==> config.mk <==
export PLATFORM = sky130hd
export DESIGN_NAME = core_top
export DESIGN_NICKNAME = d
export VERILOG_FILES = /design/src/hw/mem_pkg.sv /design/src/hw/isa_pkg.sv /design/src/hw/core_top.sv /design/src/hw/memory_stage.sv /design/src/hw/execute_stage.sv /design/src/hw/regfile.sv /design/src/hw/decode_stage.sv /design/src/hw/fetch_stage.sv
export SDC_FILE = /design/constraint.sdc
export NUM_CORES = 2
export LEC_CHECK = 0
export ABC_AREA = 1
export BUFFER_PORTS_ARGS = -buffer_cell sky130_fd_sc_hd__buf_2
export CAP_MARGIN = 0
export CORE_MARGIN = 4
export CORE_UTILIZATION = 42
export CTS_CLUSTER_SIZE = 24
export DETAILED_ROUTE_END_ITERATION = 10
export PLACE_DENSITY = 0.56
export SLEW_MARGIN = 20
export SYNTH_ARGS = -nofsm -noshare
export SYNTH_HDL_FRONTEND = slang
export SYNTH_HIERARCHICAL = 1
export SYNTH_SLANG_ARGS = --single-unit
==> constraint.sdc <==
create_clock -name clk -period 14.8 [get_ports clk]
set_input_delay 1.48 -clock clk [delete_from_list [all_inputs] [get_ports clk]]
set_output_delay 1.48 -clock clk [all_outputs]
set_load 0.1 [all_outputs]
==> src/hw/mem_pkg.sv <==
package mem_pkg;

    typedef logic [31:0] word_t;
    typedef logic [31:0] addr_t;   // byte address, low two bits ignored

    localparam addr_t RESET_PC = 32'h0;

    // phases of one four-phase req/ack transfer
    typedef enum logic [1:0] {
        PH_IDLE,   // req low, ack low
        PH_REQ,    // req high, waiting for ack
        PH_DROP    // req dropped, waiting for ack to fall
    } req_phase_t;

endpackage

==> src/hw/isa_pkg.sv <==
package isa_pkg;

    typedef logic [3:0]  reg_idx_t;   // register index
    typedef logic [15:0] imm_t;       // raw immediate, sign-extended where used

    // opcode field values
    typedef enum logic [3:0] {
        OP_NOP  = 4'd0,
        OP_ADD  = 4'd1,
        OP_SUB  = 4'd2,
        OP_AND  = 4'd3,
        OP_XOR  = 4'd4,
        OP_ADDI = 4'd5,   // rd = rs1 + imm
        OP_LW   = 4'd6,   // rd = mem[rs1 + imm]
        OP_SW   = 4'd7    // mem[rs1 + imm] = rs2, no register write
    } opcode_t;

    localparam int NUM_REGS = 16;   // r0 always reads zero

    // field positions in the 32-bit instruction word
    localparam int OPC_HI = 31;
    localparam int OPC_LO = 28;
    localparam int RD_HI  = 27;
    localparam int RD_LO  = 24;
    localparam int RS1_HI = 23;
    localparam int RS1_LO = 20;
    localparam int RS2_HI = 19;
    localparam int RS2_LO = 16;
    localparam int IMM_HI = 15;
    localparam int IMM_LO = 0;

endpackage
==> src/hw/core_top.sv <==
`timescale 1ns/1ps

module core_top (
    input  logic              clk,
    input  logic              reset,
    output logic              inst_req,
    output mem_pkg::addr_t    inst_addr,
    input  logic              inst_ack,
    input  mem_pkg::word_t    inst_data,
    output logic              data_req,
    output logic              data_we,
    output mem_pkg::addr_t    data_addr,
    output mem_pkg::word_t    data_wdata,
    input  logic              data_ack,
    input  mem_pkg::word_t    data_rdata,
    output logic              commit_valid,
    output mem_pkg::addr_t    commit_pc,
    output mem_pkg::word_t    commit_inst,
    output logic              commit_wen,
    output isa_pkg::reg_idx_t commit_wdest,
    output mem_pkg::word_t    commit_wdata
);
    import isa_pkg::*;
    import mem_pkg::*;

    // fetch to decode
    logic     if_valid;
    logic     if_ready;
    addr_t    if_pc;
    word_t    if_inst;

    // decode and register file
    reg_idx_t rf_index1;
    reg_idx_t rf_index2;
    word_t    rf_data1;
    word_t    rf_data2;
    logic     id_valid;
    logic     id_ready;
    addr_t    id_pc;
    word_t    id_inst;
    opcode_t  id_op;
    reg_idx_t id_rd;
    logic     id_wen;
    word_t    id_a;
    word_t    id_b;
    word_t    id_store_data;

    // execute to memory
    logic     ex_valid;
    logic     ex_ready;
    addr_t    ex_pc;
    word_t    ex_inst;
    logic     ex_is_load;
    logic     ex_is_store;
    reg_idx_t ex_rd;
    logic     ex_wen;
    word_t    ex_result;
    word_t    ex_store_data;
    logic     mem_busy_load;

    fetch_stage u_fetch (
        .clk(clk), .reset(reset),
        .inst_ack(inst_ack), .inst_data(inst_data), .ready(if_ready),
        .inst_req(inst_req), .inst_addr(inst_addr),
        .valid(if_valid), .pc(if_pc), .inst(if_inst)
    );

    decode_stage u_decode (
        .clk(clk), .reset(reset),
        .in_valid(if_valid), .pc(if_pc), .inst(if_inst),
        .rf_data1(rf_data1), .rf_data2(rf_data2),
        .ex_valid(ex_valid), .ex_is_load(ex_is_load), .ex_rd(ex_rd),
        .ex_wen(ex_wen), .ex_result(ex_result),
        .mem_busy_load(mem_busy_load), .mem_rd(commit_wdest),   // rd of the pending load
        .out_ready(id_ready), .in_ready(if_ready),
        .rf_index1(rf_index1), .rf_index2(rf_index2),
        .out_valid(id_valid), .out_pc(id_pc), .out_inst(id_inst), .out_op(id_op),
        .out_rd(id_rd), .out_wen(id_wen), .out_a(id_a), .out_b(id_b),
        .out_store_data(id_store_data)
    );

    // written from the commit register, commit_wen is already a pulse
    regfile u_regfile (
        .clk(clk), .reset(reset),
        .index1(rf_index1), .index2(rf_index2),
        .wen(commit_wen), .wdest(commit_wdest), .wdata(commit_wdata),
        .data1(rf_data1), .data2(rf_data2)
    );

    execute_stage u_execute (
        .clk(clk), .reset(reset),
        .in_valid(id_valid), .pc(id_pc), .inst(id_inst), .op(id_op),
        .rd(id_rd), .wen(id_wen), .a(id_a), .b(id_b), .store_data(id_store_data),
        .out_ready(ex_ready), .in_ready(id_ready),
        .out_valid(ex_valid), .out_pc(ex_pc), .out_inst(ex_inst),
        .out_is_load(ex_is_load), .out_is_store(ex_is_store),
        .out_rd(ex_rd), .out_wen(ex_wen), .out_result(ex_result),
        .out_store_data(ex_store_data)
    );

    memory_stage u_memory (
        .clk(clk), .reset(reset),
        .in_valid(ex_valid), .pc(ex_pc), .inst(ex_inst),
        .is_load(ex_is_load), .is_store(ex_is_store), .rd(ex_rd), .wen(ex_wen),
        .result(ex_result), .store_data(ex_store_data),
        .data_ack(data_ack), .data_rdata(data_rdata),
        .in_ready(ex_ready), .busy_load(mem_busy_load),
        .data_req(data_req), .data_we(data_we),
        .data_addr(data_addr), .data_wdata(data_wdata),
        .commit_valid(commit_valid), .commit_pc(commit_pc), .commit_inst(commit_inst),
        .commit_wen(commit_wen), .commit_wdest(commit_wdest), .commit_wdata(commit_wdata)
    );

endmodule

==> src/hw/memory_stage.sv <==
`timescale 1ns/1ps

module memory_stage (
    input  logic              clk,
    input  logic              reset,
    input  logic              in_valid,
    input  mem_pkg::addr_t    pc,
    input  mem_pkg::word_t    inst,
    input  logic              is_load,
    input  logic              is_store,
    input  isa_pkg::reg_idx_t rd,
    input  logic              wen,
    input  mem_pkg::word_t    result,
    input  mem_pkg::word_t    store_data,
    input  logic              data_ack,
    input  mem_pkg::word_t    data_rdata,
    output logic              in_ready,
    output logic              busy_load,
    output logic              data_req,
    output logic              data_we,
    output mem_pkg::addr_t    data_addr,
    output mem_pkg::word_t    data_wdata,
    output logic              commit_valid,
    output mem_pkg::addr_t    commit_pc,
    output mem_pkg::word_t    commit_inst,
    output logic              commit_wen,
    output isa_pkg::reg_idx_t commit_wdest,
    output mem_pkg::word_t    commit_wdata
);
    import mem_pkg::*;

    req_phase_t phase;
    logic       hold_wen;   // wen of the access in flight

    // commit register doubles as the hold register during an access
    assign in_ready  = (phase == PH_IDLE);
    assign busy_load = (phase != PH_IDLE) && !data_we;   // commit_wdest is its rd

    always_ff @(posedge clk) begin
        if (reset) begin
            phase        <= PH_IDLE;
            data_req     <= 1'b0;
            commit_valid <= 1'b0;
            commit_wen   <= 1'b0;
        end else begin
            commit_valid <= 1'b0;   // one-cycle pulse
            commit_wen   <= 1'b0;
            case (phase)
                PH_IDLE: begin
                    if (in_valid && (is_load || is_store)) begin
                        data_req <= 1'b1;
                        phase    <= PH_REQ;
                    end else if (in_valid) begin
                        commit_valid <= 1'b1;   // alu item goes straight through
                        commit_wen   <= wen;
                    end
                end
                PH_REQ: begin
                    if (data_ack) begin
                        data_req <= 1'b0;
                        phase    <= PH_DROP;
                    end
                end
                PH_DROP: begin
                    if (!data_ack) begin
                        commit_valid <= 1'b1;
                        commit_wen   <= hold_wen;
                        phase        <= PH_IDLE;
                    end
                end
                default: phase <= PH_IDLE;
            endcase
        end
    end

    always_ff @(posedge clk) begin
        if (phase == PH_IDLE && in_valid) begin
            commit_pc    <= pc;
            commit_inst  <= inst;
            commit_wdest <= rd;
            commit_wdata <= result;
            hold_wen     <= wen;
            data_we      <= is_store;
            data_addr    <= result;       // effective address from execute
            data_wdata   <= store_data;
        end else if (phase == PH_REQ && data_ack && !data_we) begin
            commit_wdata <= data_rdata;   // load data replaces the address
        end
    end

endmodule

==> src/hw/execute_stage.sv <==
`timescale 1ns/1ps

module execute_stage (
    input  logic              clk,
    input  logic              reset,
    input  logic              in_valid,
    input  mem_pkg::addr_t    pc,
    input  mem_pkg::word_t    inst,
    input  isa_pkg::opcode_t  op,
    input  isa_pkg::reg_idx_t rd,
    input  logic              wen,
    input  mem_pkg::word_t    a,
    input  mem_pkg::word_t    b,
    input  mem_pkg::word_t    store_data,
    input  logic              out_ready,
    output logic              in_ready,
    output logic              out_valid,
    output mem_pkg::addr_t    out_pc,
    output mem_pkg::word_t    out_inst,
    output logic              out_is_load,
    output logic              out_is_store,
    output isa_pkg::reg_idx_t out_rd,
    output logic              out_wen,
    output mem_pkg::word_t    out_result,
    output mem_pkg::word_t    out_store_data
);
    import isa_pkg::*;
    import mem_pkg::*;

    word_t alu_out;

    always_comb begin
        case (op)
            OP_ADD, OP_ADDI, OP_LW, OP_SW: alu_out = a + b;   // address gen shares the adder
            OP_SUB:  alu_out = a - b;
            OP_AND:  alu_out = a & b;
            OP_XOR:  alu_out = a ^ b;
            default: alu_out = '0;
        endcase
    end

    assign in_ready = !out_valid || out_ready;

    always_ff @(posedge clk) begin
        if (reset) begin
            out_valid <= 1'b0;
        end else if (in_ready) begin
            out_valid <= in_valid;
        end
    end

    always_ff @(posedge clk) begin
        if (in_valid && in_ready) begin
            out_pc         <= pc;
            out_inst       <= inst;
            out_is_load    <= (op == OP_LW);    // decode needs this for load-use
            out_is_store   <= (op == OP_SW);
            out_rd         <= rd;
            out_wen        <= wen;
            out_result     <= alu_out;
            out_store_data <= store_data;
        end
    end

endmodule

==> src/hw/regfile.sv <==
`timescale 1ns/1ps

module regfile (
    input  logic              clk,
    input  logic              reset,
    input  isa_pkg::reg_idx_t index1,
    input  isa_pkg::reg_idx_t index2,
    input  logic              wen,
    input  isa_pkg::reg_idx_t wdest,
    input  mem_pkg::word_t    wdata,
    output mem_pkg::word_t    data1,
    output mem_pkg::word_t    data2
);
    import isa_pkg::*;
    import mem_pkg::*;

    word_t regs [1:NUM_REGS-1];   // no storage behind r0

    function automatic word_t read_port(input reg_idx_t idx);
        if (idx == '0) begin
            return '0;
        end
        if (wen && wdest == idx) begin
            return wdata;   // write-through, same-cycle commit visible
        end
        return regs[idx];
    endfunction

    always_comb begin
        data1 = read_port(index1);
        data2 = read_port(index2);
    end

    // cleared on reset so the core starts from all-zero registers
    always_ff @(posedge clk) begin
        if (reset) begin
            for (int i = 1; i < NUM_REGS; i++) begin
                regs[i] <= '0;
            end
        end else if (wen && wdest != '0) begin
            regs[wdest] <= wdata;
        end
    end

endmodule

==> src/hw/decode_stage.sv <==
`timescale 1ns/1ps

module decode_stage (
    input  logic              clk,
    input  logic              reset,
    input  logic              in_valid,
    input  mem_pkg::addr_t    pc,
    input  mem_pkg::word_t    inst,
    input  mem_pkg::word_t    rf_data1,
    input  mem_pkg::word_t    rf_data2,
    input  logic              ex_valid,
    input  logic              ex_is_load,
    input  isa_pkg::reg_idx_t ex_rd,
    input  logic              ex_wen,
    input  mem_pkg::word_t    ex_result,
    input  logic              mem_busy_load,
    input  isa_pkg::reg_idx_t mem_rd,
    input  logic              out_ready,
    output logic              in_ready,
    output isa_pkg::reg_idx_t rf_index1,
    output isa_pkg::reg_idx_t rf_index2,
    output logic              out_valid,
    output mem_pkg::addr_t    out_pc,
    output mem_pkg::word_t    out_inst,
    output isa_pkg::opcode_t  out_op,
    output isa_pkg::reg_idx_t out_rd,
    output logic              out_wen,
    output mem_pkg::word_t    out_a,
    output mem_pkg::word_t    out_b,
    output mem_pkg::word_t    out_store_data
);
    import isa_pkg::*;
    import mem_pkg::*;

    opcode_t  op;
    reg_idx_t rd;
    imm_t     imm;
    word_t    imm_ext;
    logic     reads1;
    logic     reads2;
    logic     use_imm;     // operand b from the immediate
    logic     writes;
    word_t    src1;
    word_t    src2;
    logic     stall;

    // bypass from the execute output register, loads excluded
    function automatic word_t forward(input reg_idx_t idx, input word_t rf_val);
        if (ex_valid && ex_wen && !ex_is_load && idx != '0 && ex_rd == idx) begin
            return ex_result;
        end
        return rf_val;
    endfunction

    // result not yet available anywhere
    // writer still sits in this output register, or a load is in flight
    function automatic logic result_pending(input reg_idx_t idx);
        return (idx != '0) &&
               ((out_valid && out_wen && out_rd == idx) ||
                (ex_valid && ex_is_load && ex_rd == idx) ||
                (mem_busy_load && mem_rd == idx));
    endfunction

    assign rf_index1 = inst[RS1_HI:RS1_LO];
    assign rf_index2 = inst[RS2_HI:RS2_LO];

    always_comb begin
        op      = opcode_t'(inst[OPC_HI:OPC_LO]);
        rd      = inst[RD_HI:RD_LO];
        imm     = inst[IMM_HI:IMM_LO];
        imm_ext = {{16{imm[IMM_HI]}}, imm};
        reads1  = 1'b0;
        reads2  = 1'b0;
        use_imm = 1'b0;
        writes  = 1'b0;
        case (op)
            OP_ADD, OP_SUB, OP_AND, OP_XOR: begin
                reads1 = 1'b1;
                reads2 = 1'b1;
                writes = 1'b1;
            end
            OP_ADDI, OP_LW: begin
                reads1  = 1'b1;
                use_imm = 1'b1;
                writes  = 1'b1;   // r0 target still commits with wen
            end
            OP_SW: begin
                reads1  = 1'b1;
                reads2  = 1'b1;   // store data
                use_imm = 1'b1;
            end
            default: ;            // nop and unused codes do nothing
        endcase
    end

    always_comb begin
        src1  = forward(rf_index1, rf_data1);
        src2  = forward(rf_index2, rf_data2);
        stall = in_valid && ((reads1 && result_pending(rf_index1)) ||
                             (reads2 && result_pending(rf_index2)));
    end

    assign in_ready = (!out_valid || out_ready) && !stall;

    always_ff @(posedge clk) begin
        if (reset) begin
            out_valid <= 1'b0;
        end else if (!out_valid || out_ready) begin
            out_valid <= in_valid && !stall;   // bubble while a source is pending
        end
    end

    always_ff @(posedge clk) begin
        if (in_valid && in_ready) begin
            out_pc         <= pc;
            out_inst       <= inst;
            out_op         <= op;
            out_rd         <= rd;
            out_wen        <= writes;
            out_a          <= src1;
            out_b          <= use_imm ? imm_ext : src2;
            out_store_data <= src2;
        end
    end

endmodule

==> src/hw/fetch_stage.sv <==
`timescale 1ns/1ps

module fetch_stage (
    input  logic           clk,
    input  logic           reset,
    input  logic           inst_ack,
    input  mem_pkg::word_t inst_data,
    input  logic           ready,
    output logic           inst_req,
    output mem_pkg::addr_t inst_addr,
    output logic           valid,
    output mem_pkg::addr_t pc,
    output mem_pkg::word_t inst
);
    import mem_pkg::*;

    req_phase_t phase;
    addr_t      fetch_pc;   // address of the fetch in flight
    logic       out_free;

    assign out_free  = !valid || ready;   // output register empty after this edge
    assign inst_addr = fetch_pc;          // stable for the whole handshake

    always_ff @(posedge clk) begin
        if (reset) begin
            phase    <= PH_IDLE;
            inst_req <= 1'b0;
            valid    <= 1'b0;
            fetch_pc <= RESET_PC;
        end else begin
            if (valid && ready) begin
                valid <= 1'b0;   // decode took it
            end
            case (phase)
                PH_IDLE: begin
                    // only start when the result has somewhere to go
                    if (out_free && !inst_ack) begin
                        inst_req <= 1'b1;
                        phase    <= PH_REQ;
                    end
                end
                PH_REQ: begin
                    if (inst_ack) begin
                        inst_req <= 1'b0;
                        phase    <= PH_DROP;
                    end
                end
                PH_DROP: begin
                    if (!inst_ack) begin
                        valid    <= 1'b1;                  // handshake closed
                        fetch_pc <= fetch_pc + addr_t'(4);
                        phase    <= PH_IDLE;
                    end
                end
                default: phase <= PH_IDLE;
            endcase
        end
    end

    // output register is empty for the whole fetch, so capture at ack
    always_ff @(posedge clk) begin
        if (phase == PH_REQ && inst_ack) begin
            pc   <= fetch_pc;
            inst <= inst_data;
        end
    end

endmodule

==> flow_summary.json <==
{
  "worstPathArrival_ns": 5.01,
  "postCtsSetupBuffers": 0,
  "hold_violations": 0,
  "syn_area_per_cell_um2": 8.697,
  "synth_flop_cell": "edfxtp_1",
  "post_cts_resized": 0,
  "grt_pass1_wl_um": 268100,
  "hold_class": "flop to flop",
  "fin_crit_ns": 4.531,
  "antenna_left": 0,
  "rsz0062_at_grt": "no",
  "antenna_found_initial": 2,
  "clkPwrFrac_pct": 44.4,
  "synthCells": 6439,
  "fp.dieW_um": 373.2,
  "via_per_inst": 5.289,
  "cp_max_fo": 119,
  "grt_max_degree": 178,
  "cts_tree": "built",
  "power_density_nw_per_um2": 109.0,
  "swShare_pct": 23.10,
  "p_int_mw": 5.216,
  "yosysWarnings": 6,
  "synth.area.mux_share_pct": 0.8446,
  "detail_route.first_pass.iterations": 6,
  "synth_area_leader_cell": "edfxtp_1",
  "hpwl_um": 116400,
  "tightest_slew_ns": 1.154,
  "gp_congestion": 0.9175,
  "worstPathRequired_ns": 15.28,
  "synth_enable_flop_cells": 1036,
  "relSlewSlack_pct": 23.05,
  "drive_above_1_share_pct": 11.03,
  "synth-adder-area-share_pct": 1.488,
  "num_rows": 133,
  "comb_power_share_pct": 5.4,
  "cts_inserted_buffers": 115,
  "grt.met1_usage_pct": 35.04,
  "drt-initial-drc-count": 4851,
  "num_antenna_cells": 0,
  "hold_buffers": 0,
  "io_pins": 269,
  "end_kind": "flop",
  "top_usage_layer": "met2",
  "pre_cts_slack_ns": 10.39,
  "yosys.area_share.simple_pct": 28.91,
  "hp-start": "u_execute/out_inst[4]",
  "routedWlPerCell_um": 21.54,
  "die_area_um2": 139200,
  "largest-register": "u_regfile/regs",
  "synth.most_common_cell": "nand2_1",
  "netlist.area_leader.share_pct": 55.55,
  "core_area_um2": 132000,
  "p_leak_nw": 27.76,
  "synth_top_cells_by_count": "nand2_1, edfxtp_1, nor2_1, inv_1, nand3_1",
  "pwr-share-seq_pct": 50.2,
  "routed_wl_um": 181100,
  "cp-startpoint": "u_fetch/inst[20]",
  "synth_compound_area_share_pct": 2.406,
  "synthDistinctLibCells": 58,
  "grt.overflow.total": 0,
  "h-tree-depth": 3,
  "power.total_mw": 6.782,
  "grtUsageTotal_pct": 25.15,
  "async_flop_share_pct": 0,
  "final_nets": 6692,
  "area_delta_synth_final_pct": 11.15,
  "ir_worst_vdd_v": 0.0001133,
  "max_freq_ghz": 0.2207,
  "ys_seq_area_share_pct": 57.02,
  "p_sw_mw": 1.567,
  "fin_ws_ns": 10.27,
  "synth-xor-area-share_pct": 0.6256,
  "crit_type": "flop to flop",
  "clock_latency_ns": 0.73,
  "setup_viol": 0,
  "cts-root-buf": "clkbuf_16",
  "synth_top_family_by_area": "simple AND/OR/NAND/NOR gates",
  "clock_skew_ns": 0.02017,
  "route.vias.total": 44488,
  "crit_path_start_kind": "flop",
  "portBuffers": 266,
  "clkTransAtPathRegs_ns": 0.07,
  "clk_path_buf_depth": 3,
  "clkSinkCount": 1077,
  "worstReg2RegStart": "u_fetch/inst[20]",
  "gr-usage-met3_pct": 4.255,
  "tns_ns": 0,
  "drc": 0,
  "use_met2_pct": 40.50,
  "grt_pass1_vias": 41892,
  "dieHeight_um": 373.2,
  "largest_register_ffs": 512,
  "status": "finished, final reports clean",
  "initial_core_util_pct": 42.44,
  "fin_hold_ws_ns": 0.4159,
  "ys_ff_latch": 1077,
  "synth_area_leaders": "edfxtp_1, nand2_1, nand3_1, nor2_1, inv_1",
  "drv_cap": 0,
  "netlist_area_um2": 56000,
  "slew_viol_final": 0,
  "fin_crit_sh_pct": 30.61
}
[critical path: stages, from the launching register on]
cell and delay [ns]:
edfxtp_1 0.56, inv_8 0.59, buf_4 0.78, buf_4 0.88, nand2_1 0.12, nand3_1 0.10, nand2_1 0.08, nand2_1 0.12
nand3_1 0.09, nor2_1 0.34, nor2_1 0.11, mux2_4 0.27
[power by group through the flow]
stage          combinational (mW)  clock, mW  sequential [mW]
4_1_cts                     0.363       3.08             3.40
5_1_grt                     0.406       3.19             3.41
2_1_floorplan               0.233          0             3.47
6_report                    0.370       3.01             3.40
3_3_place_gp                0.358          0             3.47
3_5_place_dp                0.362          0             3.47
[cell type report]
cell class | count | area [um^2]
inverters | 777 | 2947
well taps | 1755 | 2196
fillers | 12586 | 69720
clock inverters | 83 | 989.7
clock buffers | 132 | 2942
multi-input cells | 4259 | 19390
flip-flops and latches | 1077 | 31930
repair buffers | 328 | 1847
[cells in the final DEF (no fill, tap or decap), drive strengths merged, types with 22 or more instances in the layout]
| cell type | instances |
|---|---|
| nor2 | 955 |
| nand4 | 22 |
| conb | 36 |
| mux2 | 32 |
| o21ai | 128 |
| clkinv | 49 |
| edfxtp | 1036 |
| inv | 782 |
| ha | 65 |
| nand3 | 759 |
| xor2 | 30 |
| clkbuf | 132 |
| dfxtp | 41 |
| a21oi | 53 |
| nand2 | 2077 |
| buf | 328 |
[path summary, 6_finish.rpt]
check,slack [ns],endpoint,cells after the start
worst min-delay path,0.42,u_memory/commit_inst[4],0
worst max-delay path,10.27,u_decode/out_a[30],11
worst min register to register,0.42,u_memory/commit_inst[4],0
worst max register to register,10.27,u_decode/out_a[30],11
[through the flow]
stage	cells	area [um^2]	util (%)
after CTS	8411	62240	47.17
after global placement	8196	58310	44.19
after floorplan	6473	56130	-
after global routing	8411	62240	47.17
after detailed placement	8196	58310	44.19
final	8411	62240	47.17
[cell families (layout without fill, tap and decap cells)]
family,count (synthesis),count (layout)
and+or+nand+nor,3851,3851
buffers and inverters,1137,1320
DFF,1077,1077
AOI/OAI and AO/OA,234,234
adders and majority gates,66,66
xor gates and xnor gates,40,40
muxes,32,32
other,2,36
[per-layer routing]
layer / vias to the layer above / routed length [um]
met3: 352 / 15840
met2: 1997 / 83150
li1: 20842 / -
met5: - / 0
met1: 21297 / 76550
met4: 0 / 5603
Note: power is estimated with default switching activity, not from simulation.
